### config.mk
export PLATFORM = sky130hd
export DESIGN_NAME = tx_buffer
export DESIGN_NICKNAME = d
export VERILOG_FILES = /design/src/axi_lite_pkg.sv /design/src/tx_buf_pkg.sv /design/src/mmr_regs.sv /design/src/sym_fifo.sv /design/src/tx_buffer.sv /design/src/tx_ctrl.sv
export VERILOG_INCLUDE_DIRS = /design/src
export SDC_FILE = /design/constraint.sdc
export NUM_CORES = 1
export LEC_CHECK = 0
export BUFFER_PORTS_ARGS = -buffer_cell sky130_fd_sc_hd__buf_2
export CORE_UTILIZATION = 35
export CTS_CLUSTER_DIAMETER = 60
export DETAILED_ROUTE_END_ITERATION = 8
export PLACE_DENSITY = 0.54
export SLEW_MARGIN = 20
export SYNTH_ARGS = -nofsm -noshare
export SYNTH_HDL_FRONTEND = slang
export SYNTH_HIERARCHICAL = 1
export SYNTH_SLANG_ARGS = --single-unit
### constraint.sdc
create_clock -name app_clk -period 3.2 [get_ports app_clk]
set_input_delay 0 -clock app_clk [delete_from_list [all_inputs] [get_ports app_clk]]
set_output_delay 0 -clock app_clk [all_outputs]
set_load 0.02 [all_outputs]
### src/tx_buf_macros.svh
`ifndef TX_BUF_MACROS_SVH
`define TX_BUF_MACROS_SVH

// register bus geometry
`define MMR_ADDR_W 8      // byte address into the register page
`define MMR_DATA_W 32     // one bus word

// symbol storage
`define TX_FIFO_DEPTH 16  // queued symbols before writes are dropped

`endif

### src/axi_lite_pkg.sv
`include "tx_buf_macros.svh"

package axi_lite_pkg;

    typedef enum logic [1:0] {
        resp_okay   = 2'b00,
        resp_exokay = 2'b01,
        resp_slverr = 2'b10,
        resp_decerr = 2'b11
    } axi_resp_e;

    // master to slave
    typedef struct packed {
        logic                   awvalid;
        logic [`MMR_ADDR_W-1:0] awaddr;
        logic                   wvalid;
        logic [`MMR_DATA_W-1:0] wdata;
        logic                   bready;
        logic                   arvalid;
        logic [`MMR_ADDR_W-1:0] araddr;
        logic                   rready;
    } axi_lite_req_t;

    // slave to master
    typedef struct packed {
        logic                   awready;
        logic                   wready;
        logic                   bvalid;
        axi_resp_e              bresp;
        logic                   arready;
        logic                   rvalid;
        logic [`MMR_DATA_W-1:0] rdata;
        axi_resp_e              rresp;
    } axi_lite_rsp_t;

endpackage

### src/tx_buf_pkg.sv
`include "tx_buf_macros.svh"

package tx_buf_pkg;

    // register page, byte addresses
    typedef enum logic [`MMR_ADDR_W-1:0] {
        reg_sr   = 'h00,  // status, read only
        reg_cr   = 'h04,  // control, load
        reg_cr_s = 'h08,  // control, set bits
        reg_cr_c = 'h0C,  // control, clear bits
        reg_data = 'h14   // symbol push, write only
    } tx_reg_e;

    typedef struct packed {
        logic ready;  // sequencer idle
        logic full;
        logic empty;
    } sr_t;

    typedef struct packed {
        logic start;  // one-shot, cleared once the lane is busy
    } cr_t;

    // one lane symbol
    typedef struct packed {
        logic       charisk;  // control character flag
        logic [7:0] data;
    } symbol_t;

    typedef struct packed {
        logic [`MMR_DATA_W-$bits(symbol_t)-1:0] pad;  // ignored on write
        symbol_t                                sym;
    } data_fields_t;

    // DATA register word, seen as bus word or as symbol
    typedef union packed {
        logic [`MMR_DATA_W-1:0] raw;
        data_fields_t           fields;
    } data_word_u;

endpackage

### src/mmr_regs.sv
`include "tx_buf_macros.svh"

module mmr_regs (
    input  logic                        app_clk,
    input  logic                        aresetn,
    input  axi_lite_pkg::axi_lite_req_t axi_req,
    output axi_lite_pkg::axi_lite_rsp_t axi_rsp,
    input  logic                        idle,
    input  logic                        full,
    input  logic                        empty,
    output logic                        start,
    output logic                        wr_en,
    output tx_buf_pkg::symbol_t         wr_sym
);
    import axi_lite_pkg::*;
    import tx_buf_pkg::*;

    typedef logic [`MMR_DATA_W-1:0] data_t;

    logic       arready_q;
    logic       rvalid_q;
    logic       rd_pend;     // address taken, response not yet done
    tx_reg_e    rd_addr;
    data_t      rdata_q;
    data_t      rd_value;

    logic       awready_q;
    logic       wready_q;
    logic       bvalid_q;
    logic       aw_held;
    logic       w_held;
    tx_reg_e    wr_addr;
    data_word_u wr_word;
    logic       commit;      // write response accepted

    sr_t        sr;
    cr_t        cr;
    cr_t        cr_wr;       // control bits carried by the write

    assign sr     = '{ready: idle, full: full, empty: empty};
    assign cr_wr  = cr_t'(wr_word.raw[$bits(cr_t)-1:0]);
    assign commit = bvalid_q && axi_req.bready;
    assign start  = cr.start;

    always_comb begin
        case (rd_addr)
            reg_sr:  rd_value = data_t'(sr);
            reg_cr:  rd_value = data_t'(cr);
            default: rd_value = '0;  // write-only and unmapped read as zero
        endcase
    end

    always_ff @(posedge app_clk) begin
        if (!aresetn) begin
            arready_q <= 1'b0;
            rvalid_q  <= 1'b0;
            rd_pend   <= 1'b0;
        end else begin
            arready_q <= 1'b0;
            if (axi_req.arvalid && !rd_pend) begin
                arready_q <= 1'b1;
                rd_pend   <= 1'b1;
            end
            if (rd_pend && !rvalid_q) begin
                rvalid_q <= 1'b1;
            end else if (rvalid_q && axi_req.rready) begin
                rvalid_q <= 1'b0;
                rd_pend  <= 1'b0;
            end
        end
    end

    always_ff @(posedge app_clk) begin
        if (!aresetn) begin
            awready_q <= 1'b0;
            wready_q  <= 1'b0;
            bvalid_q  <= 1'b0;
            aw_held   <= 1'b0;
            w_held    <= 1'b0;
            wr_en     <= 1'b0;
            cr        <= '0;
        end else begin
            awready_q <= 1'b0;
            wready_q  <= 1'b0;
            wr_en     <= 1'b0;
            if (axi_req.awvalid && !aw_held) begin
                awready_q <= 1'b1;
                aw_held   <= 1'b1;
            end
            if (axi_req.wvalid && !w_held) begin
                wready_q <= 1'b1;
                w_held   <= 1'b1;
            end
            if (aw_held && w_held && !bvalid_q) begin
                bvalid_q <= 1'b1;
            end
            if (cr.start && !idle) begin
                cr.start <= 1'b0;  // transmission under way
            end
            if (commit) begin
                bvalid_q <= 1'b0;
                aw_held  <= 1'b0;
                w_held   <= 1'b0;
                case (wr_addr)
                    reg_cr:   cr    <= cr_wr;
                    reg_cr_s: cr    <= cr | cr_wr;
                    reg_cr_c: cr    <= cr & ~cr_wr;
                    reg_data: wr_en <= 1'b1;
                    default:  ;
                endcase
            end
        end
    end

    // addresses and data words
    always_ff @(posedge app_clk) begin
        if (axi_req.arvalid && !rd_pend) rd_addr <= tx_reg_e'(axi_req.araddr);
        if (rd_pend && !rvalid_q) rdata_q <= rd_value;
        if (axi_req.awvalid && !aw_held) wr_addr <= tx_reg_e'(axi_req.awaddr);
        if (axi_req.wvalid && !w_held) wr_word.raw <= axi_req.wdata;
        if (commit && wr_addr == reg_data) wr_sym <= wr_word.fields.sym;
    end

    assign axi_rsp.awready = awready_q;
    assign axi_rsp.wready  = wready_q;
    assign axi_rsp.bvalid  = bvalid_q;
    assign axi_rsp.bresp   = resp_okay;
    assign axi_rsp.arready = arready_q;
    assign axi_rsp.rvalid  = rvalid_q;
    assign axi_rsp.rdata   = rdata_q;
    assign axi_rsp.rresp   = resp_okay;

    a_bvalid_hold: assert property (@(posedge app_clk) disable iff (!aresetn)
        axi_rsp.bvalid && !axi_req.bready |=> axi_rsp.bvalid);

    a_rvalid_hold: assert property (@(posedge app_clk) disable iff (!aresetn)
        axi_rsp.rvalid && !axi_req.rready |=> axi_rsp.rvalid);

endmodule

### src/sym_fifo.sv
`include "tx_buf_macros.svh"

module sym_fifo (
    input  logic                app_clk,
    input  logic                aresetn,
    input  logic                wr_en,
    input  tx_buf_pkg::symbol_t wr_sym,
    input  logic                rd_en,
    output tx_buf_pkg::symbol_t rd_sym,
    output logic                full,
    output logic                empty
);
    import tx_buf_pkg::*;

    localparam int depth = `TX_FIFO_DEPTH;
    localparam int ptr_w = $clog2(depth);
    localparam int cnt_w = $clog2(depth + 1);

    symbol_t          mem [depth];
    logic [ptr_w-1:0] wr_ptr;
    logic [ptr_w-1:0] rd_ptr;
    logic [cnt_w-1:0] count;
    logic             do_wr;
    logic             do_rd;

    function automatic logic [ptr_w-1:0] ptr_inc(input logic [ptr_w-1:0] ptr);
        ptr_inc = (ptr == ptr_w'(depth - 1)) ? '0 : ptr + 1'b1;
    endfunction

    assign do_wr = wr_en && !full;  // drop on full
    assign do_rd = rd_en && !empty;
    assign full  = count == cnt_w'(depth);
    assign empty = count == '0;

    always_ff @(posedge app_clk) begin
        if (!aresetn) begin
            wr_ptr <= '0;
            rd_ptr <= '0;
            count  <= '0;
        end else begin
            if (do_wr) wr_ptr <= ptr_inc(wr_ptr);
            if (do_rd) rd_ptr <= ptr_inc(rd_ptr);
            case ({do_wr, do_rd})
                2'b10:   count <= count + 1'b1;
                2'b01:   count <= count - 1'b1;
                default: ;  // both or neither
            endcase
        end
    end

    always_ff @(posedge app_clk) begin
        if (do_wr) mem[wr_ptr] <= wr_sym;
        if (do_rd) rd_sym <= mem[rd_ptr];  // valid the cycle after rd_en
    end

    // the sequencer only reads what is queued
    a_no_underflow: assert property (@(posedge app_clk) disable iff (!aresetn)
        rd_en |-> !empty);

endmodule

### src/tx_buffer.sv
module tx_buffer (
    input  logic                        app_clk,
    input  logic                        aresetn,
    input  axi_lite_pkg::axi_lite_req_t axi_req,
    output axi_lite_pkg::axi_lite_rsp_t axi_rsp,
    input  logic                        tx_odd,
    output logic [7:0]                  tx_data,
    output logic                        tx_charisk
);
    import tx_buf_pkg::*;

    symbol_t wr_sym;
    symbol_t rd_sym;
    logic    wr_en;
    logic    rd_en;
    logic    start;
    logic    idle;
    logic    full;
    logic    empty;

    mmr_regs u_regs (
        .app_clk (app_clk),
        .aresetn (aresetn),
        .axi_req (axi_req),
        .axi_rsp (axi_rsp),
        .idle    (idle),
        .full    (full),
        .empty   (empty),
        .start   (start),
        .wr_en   (wr_en),
        .wr_sym  (wr_sym)
    );

    sym_fifo u_fifo (
        .app_clk (app_clk),
        .aresetn (aresetn),
        .wr_en   (wr_en),
        .wr_sym  (wr_sym),
        .rd_en   (rd_en),
        .rd_sym  (rd_sym),
        .full    (full),
        .empty   (empty)
    );

    tx_ctrl u_ctrl (
        .app_clk    (app_clk),
        .aresetn    (aresetn),
        .start      (start),
        .tx_odd     (tx_odd),
        .empty      (empty),
        .rd_sym     (rd_sym),
        .rd_en      (rd_en),
        .idle       (idle),
        .tx_data    (tx_data),
        .tx_charisk (tx_charisk)
    );

endmodule

### src/tx_ctrl.sv
module tx_ctrl (
    input  logic                app_clk,
    input  logic                aresetn,
    input  logic                start,
    input  logic                tx_odd,
    input  logic                empty,
    input  tx_buf_pkg::symbol_t rd_sym,
    output logic                rd_en,
    output logic                idle,
    output logic [7:0]          tx_data,
    output logic                tx_charisk
);
    typedef enum logic [1:0] {
        st_idle,
        st_even,  // fetch slot
        st_odd    // symbol on the lane
    } state_e;

    state_e state;
    state_e state_nxt;

    always_ff @(posedge app_clk) begin
        if (!aresetn) begin
            state <= st_idle;
        end else begin
            state <= state_nxt;
        end
    end

    always_comb begin
        state_nxt = state;
        case (state)
            st_idle: begin
                if (start && tx_odd && !empty) begin
                    state_nxt = st_even;  // align burst to lane phase
                end
            end
            st_even: state_nxt = st_odd;
            st_odd:  state_nxt = empty ? st_idle : st_even;
            default: state_nxt = st_idle;
        endcase
    end

    assign rd_en      = state == st_even;
    assign idle       = state == st_idle;
    assign tx_data    = (state == st_odd) ? rd_sym.data : 8'h00;
    assign tx_charisk = (state == st_odd) && rd_sym.charisk;

    // lane carries a symbol only in the slot right after a FIFO read
    a_lane_after_read: assert property (@(posedge app_clk) disable iff (!aresetn)
        (tx_data != 8'h00 || tx_charisk) |-> $past(rd_en));

endmodule
## After elaboration in Yosys (flattened, before gate mapping)

Memories as Yosys holds them, arrays and structs flattened. A register that Yosys moved wholly into a read port is not among the register bits.
Index checks and enable logic that the tools add are counted.

- Bits in registers: 91
- Bits in latches: 0
- RAM bits: 144
- Memory bits (read-only): 0
- Bits of input ports: 56
- Output and inout bits: 50
- Logic and storage cells: 94
- Memories: 1

Memories:

| name | words | width | read ports | clocked after Yosys merged registers in | wr ports | RTL line | RTL |
|---|---|---|---|---|---|---|---|
| u_fifo.mem | 16 | 9 | 1 | 1 | 1 | sym_fifo.sv:19 | `symbol_t mem [depth];` |

- Add/sub/neg operators: 4
- Multiply operators: 0
- Divide/modulo/power cells: 0
- Order comparisons: 0
- Equal/unequal tests: 13
- Shift-type cells: 0
- Multiplexer cells: 22
- Bitwise logic cells: 4
- Reductions and logical operators: 30

Operators with widths:

| operator | count |
|---|---|
| $eq A8 B3 Y1 const B | 2 |
| $eq A8 B4 Y1 const B | 2 |
| $logic_and A1 B1 Y1 | 15 |
| $mux W1 | 14 |
| $pmux W5 S2 | 1 |
| $add A4 B1 Y4 const B | 2 |
| $eq A4 B4 Y1 const B | 2 |
| $eq A8 B5 Y1 const B | 1 |
| $logic_not A1 Y1 | 8 |
| $logic_not A8 Y1 | 1 |
| $mux W4 | 2 |
| $mux W8 | 1 |
| $pmux W2 S3 | 1 |
| $pmux W3 S2 | 1 |
| $add A5 B1 Y5 const B | 1 |
| $eq A5 B5 Y1 const B | 1 |
| $logic_not A5 Y1 | 1 |
| $sub A5 B1 Y5 const B | 1 |
| $eq A2 B1 Y1 const B | 2 |
| $eq A2 B2 Y1 const B | 2 |
| $reduce_bool A2 Y1 | 2 |
| $pmux W1 S3 | 1 |
| $logic_not A2 Y1 | 1 |
| $mux W2 | 1 |
| 6 further kinds | 7 |

## Longest topological paths before layout

Gate-level depths: netlist (run 1).

- Depth in word-level cells: 6
- Depth in mapped cells: 9
- Gate-level depth less buffers: 9

## By module

The synthesis (run 1) kept the hierarchy.

Modules (own cells, without submodules):

| module | instances | cells each | area an instance (µm²) | sequential area each (µm²) |
|---|---|---|---|---|
| sym_fifo | 1 | 337 | 6527.5 | 4854.7 |
| mmr_regs | 1 | 128 | 1868.0 | 1311.3 |
| tx_ctrl | 1 | 17 | 141.4 | 40.0 |

## Least setup slack after synthesis (run 1)

OpenSTA, ideal clock, no wires.

- Kind: reg-to-reg
- Start point: register u_fifo.count[0]
- End point: register u_fifo.count[4]
- Setup time: 72 ps
- Arrival: 2313 ps
- Required time: 3128 ps
- Slack: 816 ps
- Cell stages (with the launch flop): 9
- Buffers on the path: 0
- Period minus slack after synthesis: 2384 ps
- Cell sequence: dfxtp_1 > nor4_1 > a21boi_2 > ha_1 > ha_1 > nand3_1 > and4b_1 > a21oi_1 > mux2i_1

- Longest elaborated chain between the ends: 5
- Elaborated cells between the ends (all ways): 12
- Classes of those cells: add/sub (2); eq/ne (3); mux (1); reduce/logical (6)

Ends and longest elaborated chain:

| element | RTL line | RTL |
|---|---|---|
| from (decl) | sym_fifo.sv:22 | `logic [cnt_w-1:0] count;` |
| from (signal assigned) | sym_fifo.sv:44 | `2'b10: count <= count + 1'b1;` |
| from (signal assigned) | sym_fifo.sv:45 | `2'b01: count <= count - 1'b1;` |
| $logic_not A5 Y1 (*) | sym_fifo.sv:33 | `assign empty = count == '0;` |
| $logic_not A1 Y1 (*) | sym_fifo.sv:31 | `assign do_rd = rd_en && !empty;` |
| $logic_and A1 B1 Y1 (*) | sym_fifo.sv:31 |  |
| named net u_fifo.do_rd | sym_fifo.sv:24 | `logic do_rd;` |
| $eq A2 B1 Y1 / $eq A2 B2 Y1 (equally long branches) | sym_fifo.sv:43 | `case ({do_wr, do_rd})` |
| $pmux W5 S2 / $reduce_bool A2 Y1 (equally long branches) | n/a |  |

The timed path passes the listed nets; every way through them passes the cells marked *.
A chain may end at the register's enable or synchronous reset.

## Worst setup path in the final report (run 1)

- Start point: register u_fifo.count[0]
- End point: register u_fifo.count[4]

- Longest elaborated chain between the ends: 5
- Elaborated cells between the ends (all ways): 12
- Classes of those cells: add/sub (2); eq/ne (3); mux (1); reduce/logical (6)

Ends and longest elaborated chain:

| element | RTL line |
|---|---|
| $eq A5 B5 Y1 / $logic_not A5 Y1 (equally long branches) | sym_fifo.sv:32, sym_fifo.sv:33 |
| $logic_not A1 Y1 (on tied branches) | sym_fifo.sv:30, sym_fifo.sv:31 |
| $logic_and A1 B1 Y1 (on tied branches) | sym_fifo.sv:30, sym_fifo.sv:31 |
| $eq A2 B1 Y1 / $eq A2 B2 Y1 (equally long branches) | sym_fifo.sv:43 |
| $pmux W5 S2 / $reduce_bool A2 Y1 (equally long branches) | n/a |

Several ways; a longest one is shown, not always the timed one.

==> results_dict.tcl, run 1 <==
set metrics [dict create \
    finalSetupViolCount 0 \
    power_density_mw_per_mm2 579.0 \
    nets 658 \
    area_delta_synth_final_pct 20.52 \
    numCtsBuffers 24 \
    critical_path_required_ns 3.63 \
    wl_per_cell_um 17.36 \
    tightest_slew_ns 0.8773 \
    antenna_found_initial 0 \
    synth_common_cells "edfxtp_1, buf_4, mux4_2" \
    num_vias 4360 \
    syn_area_mm2 0.008537 \
    synth_top_area_frac 0.6683 \
    io_pins 106 \
    r2r-start "u_fifo/count[0]$_SDFFE_PN0P_" \
    drtAntennaViolNets 0 \
    hold_path.class "in -> reg" \
    yosys_warnings 6 \
    synthMuxAreaShare 0.1044 \
    worst_hold_path.num_cells 2 \
    drtIter0Drc 233 \
    grt_max_degree 41 \
    net-switching-power_w 0.001173 \
    synthDistinctLibCells 51 \
    run_status "completed" \
    gp_congestion 0.7326 \
    max_cap_violations 0 \
    core.rowCount 56 \
    start_kind "register" \
    holdWs_ns 0.2011 \
    synth_compound_area_frac 0.03943 \
    hpwl_um 10340 \
    post_cts_buffers 0 \
    drv_slew 0 \
    path_max_fanout 7 \
    hold_viol 0 \
    p_leak_nw 3.548 \
    swShare 0.1969 \
    clk_path_buf_depth 3 \
    clock-sinks 215 \
    hold-path-endpoint "u_regs/wr_addr[1]$_DFFE_PP_" \
    grt_overflow_total 0 \
    yosys-top-cells-area "edfxtp_1, mux4_2, dfxtp_1, buf_4, a22oi_1" \
    ys_seq_elements 215 \
    synth_largest_area_cell "edfxtp_1" \
    die_x_um 158.2 \
    ys_seq_area_frac 0.7270 \
    intPower_w 0.004784 \
    cpMaxStageDelayCell "nor4_1" \
    cts_tree "built" \
    ir_drop_mv 0.3538 \
    crit_path_cell_trace "nor4_1 > a21boi_2 > inv_1 > ha_1 > ha_1 > a21oi_1 > nand2_1 > a21oi_1 > mux2i_1" \
    relSlewSlack 0.4129 \
    netlist_instances 482 \
    core_area_mm2 0.02368 \
    clockRootBuffer "clkbuf_16" \
    r2r-end "u_fifo/count[4]$_SDFFE_PN0P_" \
    clockPowerShare 0.463 \
    htreeDepth 1 \
    grt_pass1_vias 4609 \
    p_comb_frac 0.023 \
    grt_usage 0.1347 \
    slowest_delay_ns 0.59 \
    rrSetupSlack_ns 0.61 \
    synthAdderAreaFrac 0.01554 \
    async_reset_ff_frac 0 \
    synth-xor-area-share 0.004104 \
    clock_skew_ns 0.007766 \
    synth.most_common_cell "edfxtp_1" \
    final_cells 929 \
    critPathKind "reg -> reg" \
    start_util 0.3605 \
    max_freq_ghz 0.3856 \
    min_from "axi_req[45]" \
    synthSimpleGateAreaFrac 0.06522 \
    p_seq_frac 0.514 \
    detail_route.first_pass.iterations 4 \
    diodes 0 \
    dp_cells 848 \
    rsz0062_at_grt "no" \
    cp.arrival_ns 3.03 \
    end_kind "register" \
    cts-resized-gates 0 \
    grt_first_pass_wirelength_um 25030 \
    dieArea_mm2 0.02502 \
    port_buffers 49 \
    die_h_um 158.2 \
    min_period_ns 2.593 \
    syn_avg_cell_area_um2 17.71 \
    wl_um 16130 \
    clkLatencyLatePin_ns 0.51 \
    clkTransAtPathRegs_ns 0.06 \
    rr_worst_depth 9 \
    drive_gt1_frac 0.2557 \
    synth_top_family_by_area "multiplexers" \
    hold_buffers 37 \
    setup_total_negative_slack_ns 0 \
    ys.flop_type "edfxtp_1" \
    drc_errors 0 \
    viasPerCell 4.693 \
    timing.final.crit_share 0.8103 \
    synth_enable_flop_cells 190 \
]
==> area by class of cell <==
| type | count | area [µm²] |
|---|---|---|
| fillers | 2134 | 13390 |
| flip-flops and latches | 215 | 6207 |
| multi-input cells | 241 | 2082 |
| repair buffers | 105 | 770.7 |
| clock buffers | 28 | 636.9 |
| well taps | 319 | 399.1 |
| clock inverters | 16 | 173.9 |
| inverters | 5 | 18.77 |
==> worst max-delay path by stage <==
stage,startpoint,end,slack [ns],depth (start not counted)
after floorplan,u_fifo/count[0]$_SDFFE_PN0P_,u_fifo/count[4]$_SDFFE_PN0P_,0.82,8
after global placement,u_fifo/count[0]$_SDFFE_PN0P_,u_fifo/count[4]$_SDFFE_PN0P_,0.69,9
after detailed placement,u_fifo/count[0]$_SDFFE_PN0P_,u_fifo/count[4]$_SDFFE_PN0P_,0.63,9
after CTS,u_fifo/count[0]$_SDFFE_PN0P_,u_fifo/count[4]$_SDFFE_PN0P_,0.61,9
after global routing,u_fifo/count[0]$_SDFFE_PN0P_,u_fifo/count[4]$_SDFFE_PN0P_,0.35,9
final,u_fifo/count[0]$_SDFFE_PN0P_,u_fifo/count[4]$_SDFFE_PN0P_,0.61,9
==> metal layers <==
metal	routed length, µm	track usage	vias to the layer above	part of all wire
met5	0	0	-	0
met4	335	0.04075	0	0.021
li1	-	-	2031	-
met2	8329	0.2414	112	0.52
met1	6709	0.1652	2188	0.42
met3	754	0.02299	29	0.047
==> registers in the layout, summed over array words and instances (netlist names), 2 cells and up <==
name / count
u_regs/rdata_q: 3
u_ctrl/state: 2
u_fifo/count: 5
u_regs/wr_sym: 9
u_fifo/mem: 144
u_fifo/rd_sym: 9
u_regs/wr_word: 9
u_fifo/rd_ptr: 4
u_fifo/wr_ptr: 4
u_regs/rd_addr: 8
u_regs/wr_addr: 8
==> per-stage QoR <==
stage,power [W],utilization,area (µm²),setup slack [ns]
2_1_floorplan,0.003220,-,8657,0.8155
3_3_place_gp,0.003219,0.3846,9107,0.6910
6_report,0.005957,0.4344,10290,0.6069
3_5_place_dp,0.003222,0.3846,9107,0.6288
4_1_cts,0.006017,0.4344,10290,0.6100
5_1_grt,0.006130,0.4344,10290,0.3463
==> kinds of logic after synthesis <==
| group | Yosys count |
|---|---|
| and+or+nand+nor | 107 |
| muxes | 44 |
| other | 1 |
| AOI/OAI and AO/OA | 43 |
| DFF | 215 |
| adders and majority gates | 10 |
| xor gates and xnor gates | 4 |
| buffers and inverters | 58 |
==> critical path, delay by kind of cell (launching register included) <==
family,cells,cell delay [ns]
AOI/OAI and AO/OA,3,0.58
adders and majority gates,2,0.59
buffers and inverters,1,0.12
DFF,1,0.36
muxes,1,0.19
and+or+nand+nor,2,0.66
==> power by group through the flow <==
stage	Clock (W)	Combinational, W	Sequential (W)
6_report	0.00276	0.000138	0.00306
5_1_grt	0.00292	0.000151	0.00306
4_1_cts	0.00282	0.000135	0.00306
3_5_place_dp	0	0.000101	0.00312
3_3_place_gp	0	0.0000988	0.00312
2_1_floorplan	0	0.000100	0.00312
==> cell usage in the layout (no fill, tap or decap), types with 6 or more instances in the layout <==
cell type,n
a21oi_1,7
edfxtp_1,190
dfxtp_1,24
nor2b_1,6
clkinv_2,8
nor2_1,33
and2_1,16
buf_2,49
clkbuf_16,25
mux2i_1,8
buf_4,18
a22oi_1,18
dlygate4sd3_1,37
nand2_1,22
ha_1,9
conb_1,33
mux4_2,36
(Power assumes the default switching activity.)
==> run 2, diff against run 1 <==
PLACE_DENSITY = 0.56   (was 0.54)
clock period = 2.2 ns   (was 3.2 ns; I/O delays follow)
==> run 2 against run 1 <==
  * Sequential power is 45% higher
  * Core utilization is 0.12 points higher
  * Cell count is 0.32% higher
  * Setup slack worse by 0.53 ns
  * Count of clock-buffer cells in the layout is 1 lower
  * Clock power is 28% higher
  * Register-to-register slack worse by 0.53 ns
  * Clock skew is 0.0068 ns higher
  * Power is 37% higher
  * Flip-flop and latch count stayed put
  * Critical endpoint is now u_fifo/count[3]$_SDFFE_PN0P_
==> results_dict.tcl, run 2 (synthesis gave the netlist of run 1 again) <==
set metrics [dict create \
    clockRootBuffer "clkbuf_16" \
    relSlewSlack 0.3526 \
    core.rowCount 56 \
    tightest_slew_ns 0.9675 \
    power_density_mw_per_mm2 793.7 \
    final_area_mm2 0.01032 \
    run_status "completed" \
    crit_path_cell_trace "nor4_4 > buf_4 > a21boi_4 > ha_4 > ha_1 > a21o_2 > a21oi_1 > or4_1 > nand3_1" \
    htreeDepth 1 \
    max_freq_ghz 0.4707 \
    fillCellCount 2130 \
    grt_pass1_vias 4651 \
    wl_per_cell_um 17.14 \
    crit_family "simple AND/OR/NAND/NOR gates" \
    clockPowerShare 0.432 \
    numCtsBuffers 22 \
    layout.cells.most_common "edfxtp_1" \
    top_register "u_fifo/mem" \
    end_kind "register" \
    cp.arrival_ns 2.56 \
    detail_route.first_pass.iterations 4 \
    drc_errors 0 \
    die_h_um 158.2 \
    port_buffers 49 \
    clk_path_buf_depth 3 \
    highest_layer "met4" \
    die_x_um 158.2 \
    start_kind "register" \
    slowest_delay_ns 0.40 \
    clock_skew_ns 0.01453 \
    grt_overflow_total 0 \
    grt_first_pass_wirelength_um 25010 \
    swShare 0.1941 \
    start_util 0.3605 \
    num_vias 4384 \
    clkLatencyLatePin_ns 0.50 \
    min_period_ns 2.125 \
    antenna_found_initial 0 \
    dieArea_mm2 0.02502 \
    core_area_mm2 0.02368 \
    power_w 0.008188 \
    wl_met1_um 6572 \
    timing.final.crit_share 0.9657 \
    critPathKind "reg -> reg" \
    ir_drop_mv 0.4961 \
    clkTransAtPathRegs_ns 0.06 \
    p_seq_frac 0.544 \
    cpMaxStageDelayCell "or4_1" \
    p_leak_nw 3.531 \
    grt_max_degree 24 \
    net-switching-power_w 0.001589 \
    critPathBufInv 1 \
    critical_path_required_ns 2.64 \
    cts_tree "built" \
    hpwl_um 10490 \
    clock-sinks 215 \
    finalSetupViolCount 0 \
    drtIter0Drc 260 \
    drv_slew 0 \
    drive_gt1_frac 0.2626 \
    place_area_mm2 0.009208 \
    drtAntennaViolNets 0 \
    area_delta_synth_final_pct 20.84 \
    grt_usage 0.1342 \
    wl_um 15970 \
    diodes 0 \
    path_max_fanout 6 \
    hold_viol 0 \
    wl_met3_um 952 \
    max_cap_violations 0 \
    intPower_w 0.006599 \
    io_pins 106 \
    hold_path.class "in -> reg" \
    viasPerCell 4.704 \
    dr_wl_met2_um 7887 \
    gp_congestion 0.7479 \
    p_comb_frac 0.024 \
    largest_reg_flops 144 \
    nets 664 \
    layout_common_cells "edfxtp_1, buf_2, dlygate4sd3_1" \
]
[run 2: through the flow]
| stage | hold slack (ns) | cells | setup TNS, ns | setup WS, ns | utilization |
|---|---|---|---|---|---|
| 3_5_place_dp | 0.1781 | 855 | -0.04333 | -0.02584 | 0.3888 |
| 4_1_cts | 0.1869 | 931 | 0 | 0.01147 | 0.4337 |
| 5_1_grt | 0.2069 | 932 | -0.01000 | -0.006536 | 0.4356 |
| 2_1_floorplan | 0.09887 | 514 | 0 | 0.02667 | - |
| 3_3_place_gp | 0.1769 | 855 | 0 | 0.04399 | 0.3888 |
| 6_report | 0.2117 | 932 | 0 | 0.07540 | 0.4356 |
[run 2: routing by layer]
layer	track usage	vias up
met5	0	-
met4	0.05220	0
met3	0.02354	33
met2	0.2291	127
met1	0.1693	2183
li1	-	2041
[run 2: timing repair]
action,4_1_cts,5_1_grt
buffers inserted,0,1
hold buffers,37,0
pin swaps,1,1
endpoints found under the setup margin,2,24
endpoints found under the hold margin,40,0
gates resized for setup,1,4
[run 2: worst paths after layout]
path | to | depth (start not counted) | slack, ns | from
hold reg to reg | u_regs/wr_sym[1]$_DFFE_PP_ | 0 | 0.42 | u_regs/wr_word[1]$_DFFE_PP_
setup reg to reg | u_fifo/count[3]$_SDFFE_PN0P_ | 9 | 0.08 | u_fifo/count[0]$_SDFFE_PN0P_
setup / recovery | u_fifo/count[3]$_SDFFE_PN0P_ | 9 | 0.08 | u_fifo/count[0]$_SDFFE_PN0P_
hold / removal | u_regs/wr_addr[3]$_DFFE_PP_ | 2 | 0.21 | axi_req[47]
[run 2: cell type report]
class,count,area [µm²],area share
inverter,5,18.77,0.001819
sequential,215,6207,0.6017
tap,319,399.1,0.03869
timing repair buffer,113,855.8,0.08296
clock inverter,12,121.4,0.01176
clock buffer,27,569.3,0.05519
multi-input combinational,241,2145,0.2079
[run 2: power groups by stage]
stage / Clock, W / Sequential [W] / Combinational [W]
6_report: 0.00354 / 0.00445 / 0.000198
5_1_grt: 0.00380 / 0.00445 / 0.000218
4_1_cts: 0.00364 / 0.00445 / 0.000197
3_5_place_dp: 0 / 0.00454 / 0.000147
3_3_place_gp: 0 / 0.00454 / 0.000143
2_1_floorplan: 0 / 0.00454 / 0.000146
==> run 3, diff against run 2 <==
PLACE_DENSITY = 0.54   (was 0.56)
clock period = 2.35 ns   (was 2.2 ns; I/O delays follow)
==> run 3 against run 2 <==
  * Critical path depth did not move
  * Global-route usage rose by 0.39 points
  * Non-clock buffer count fell by 12
  * Via count fell by 1.1%
  * Design area barely moved
  * Clock skew rose by 0.0043 ns
  * First-iteration DRC count fell by 31%
  * Sequential share of layout area barely moved
  * Wire length rose by 3.1%
  * Worst hold slack got worse by 0.024 ns
  * Highest routed layer unchanged
==> results_dict.tcl, run 3 (synthesis gave the netlist of run 1 again) <==
set metrics [dict create \
    fillCellCount 2099 \
    area_delta_synth_final_pct 20.77 \
    drc_errors 0 \
    r2r-start "u_fifo/count[1]$_SDFFE_PN0P_" \
    layout.cells.most_common "edfxtp_1" \
    top_register "u_fifo/mem" \
    clock-sinks 215 \
    port_buffers 49 \
    hold_path.class "in -> reg" \
    min_from "axi_req[44]" \
    clockRootBuffer "clkbuf_16" \
    critPathKind "reg -> reg" \
    max_freq_ghz 0.4643 \
    run_status "completed" \
    start_util 0.3605 \
    htreeDepth 1 \
    swShare 0.1971 \
    diodes 0 \
    largest_reg_flops 144 \
    hold-path-endpoint "u_regs/wr_addr[0]$_DFFE_PP_" \
    cp.arrival_ns 2.56 \
    rsz0062_at_grt "no" \
    p_leak_nw 3.544 \
    intPower_w 0.006569 \
    grt_usage 0.1381 \
    max_cap_violations 0 \
    min_period_ns 2.154 \
    hpwl_um 10540 \
    wl_um 16470 \
    clock_skew_ns 0.01879 \
    die_x_um 158.2 \
    path_max_fanout 6 \
    end_kind "register" \
    rr_worst_depth 9 \
    drtAntennaViolNets 0 \
    p_seq_frac 0.510 \
    detail_route.first_pass.iterations 4 \
    numCtsBuffers 25 \
    cpMaxStageDelayCell "dfxtp_1" \
    cts_tree "built" \
    clkLatencyLatePin_ns 0.53 \
    crit_path_cell_trace "nor4_4 > a21boi_2 > inv_1 > ha_2 > ha_1 > a21oi_1 > and4b_1 > a21oi_1 > mux2i_1" \
    core_area_mm2 0.02368 \
    clockPowerShare 0.467 \
    rrSetupSlack_ns 0.20 \
    num_vias 4335 \
    gp_congestion 0.7464 \
    setup_total_negative_slack_ns 0 \
    grt_first_pass_wirelength_um 25470 \
    post_cts_buffers 0 \
    net-switching-power_w 0.001612 \
    nets 655 \
    drv_slew 0 \
    critical_path_required_ns 2.75 \
    r2r-end "u_fifo/count[4]$_SDFFE_PN0P_" \
    core.rowCount 56 \
    tightest_slew_ns 0.9216 \
    io_pins 106 \
    clk_path_buf_depth 3 \
    ir_drop_mv 0.6168 \
    die_h_um 158.2 \
    antenna_found_initial 0 \
    grt_overflow_total 0 \
    power_density_mw_per_mm2 793.5 \
    wl_per_cell_um 17.79 \
    relSlewSlack 0.3834 \
    timing.final.crit_share 0.9165 \
    slowest_delay_ns 0.38 \
    hold_viol 0 \
    grt_max_degree 30 \
    layout_common_cells "edfxtp_1, buf_2, dlygate4sd3_1" \
    drtIter0Drc 179 \
    start_kind "register" \
    viasPerCell 4.681 \
    drive_gt1_frac 0.2471 \
    dieArea_mm2 0.02502 \
    p_comb_frac 0.023 \
    cp_common_cell "a21oi_1" \
    grt_pass1_vias 4523 \
    finalSetupViolCount 0 \
    worst_hold_path.num_cells 2 \
    power_w 0.008181 \
    clkTransAtPathRegs_ns 0.06 \
]
## run 3: power by group through the flow
stage / sequential [W] / clock (W) / combinational [W]
4_1_cts: 0.00417 / 0.00392 / 0.000185
2_1_floorplan: 0.00425 / 0 / 0.000136
3_5_place_dp: 0.00425 / 0 / 0.000137
5_1_grt: 0.00417 / 0.00407 / 0.000206
6_report: 0.00417 / 0.00382 / 0.000187
3_3_place_gp: 0.00425 / 0 / 0.000134
## run 3: area by class of cell
class	count	area, µm²	area share
Timing Repair Buffer	101	753.2	0.07306
Sequential cell	215	6207	0.6021
Multi-Input combinational cell	241	2100	0.2036
Inverter	5	18.77	0.001820
Clock buffer	31	658.1	0.06383
Tap cell	319	399.1	0.03871
Clock inverter	14	173.9	0.01687
## run 3: worst max path at each step
stage / startpoint / end / slack (ns) / cells past startpoint
5_1_grt: u_fifo/count[1]$_SDFFE_PN0P_ / u_fifo/count[4]$_SDFFE_PN0P_ / 0.05 / 9
3_3_place_gp: u_fifo/count[1]$_SDFFE_PN0P_ / u_fifo/count[4]$_SDFFE_PN0P_ / 0.14 / 9
3_5_place_dp: u_fifo/count[1]$_SDFFE_PN0P_ / u_fifo/count[4]$_SDFFE_PN0P_ / 0.06 / 9
4_1_cts: u_fifo/count[1]$_SDFFE_PN0P_ / u_fifo/count[4]$_SDFFE_PN0P_ / 0.06 / 9
6_report: u_fifo/count[1]$_SDFFE_PN0P_ / u_fifo/count[4]$_SDFFE_PN0P_ / 0.20 / 9
2_1_floorplan: u_ctrl/state[0]$_SDFFE_PN0P_ / u_fifo/count[4]$_SDFFE_PN0P_ / 0.05 / 8
## run 3: critical path, delay by kind of cell (launching register included)
family / cells / cell delay, ns
and+or+nand+nor: 2 / 0.58
adders and majority gates: 2 / 0.54
DFF: 1 / 0.38
AOI/OAI and AO/OA: 3 / 0.34
muxes: 1 / 0.12
buffers and inverters: 1 / 0.09
## run 3: stage by stage
step | hold WS [ns] | area [µm²] | setup slack, ns | cells | utilization
after floorplan | 0.09887 | 8663 | 0.04785 | 514 | -
after global placement | 0.1765 | 9096 | 0.1403 | 844 | 0.3841
after detailed placement | 0.1781 | 9096 | 0.06190 | 844 | 0.3841
after CTS | 0.1671 | 10300 | 0.06076 | 926 | 0.4349
after global routing | 0.1858 | 10310 | 0.04844 | 926 | 0.4353
final | 0.1878 | 10310 | 0.1963 | 926 | 0.4353
## run 3: timing repair
item / in CTS / in global routing
gates resized for setup: 0 / 2
setup endpoints to repair: 0 / 2
hold buffers: 37 / 0
hold endpoints to repair: 40 / 0
## run 3: layer usage
metal	part of all wire	global-route usage	up-vias
met4	0.022	0.03800	0
met3	0.052	0.02327	29
met2	0.50	0.2343	115
met1	0.43	0.1824	2160
li1	-	-	2031
met5	0	0	-
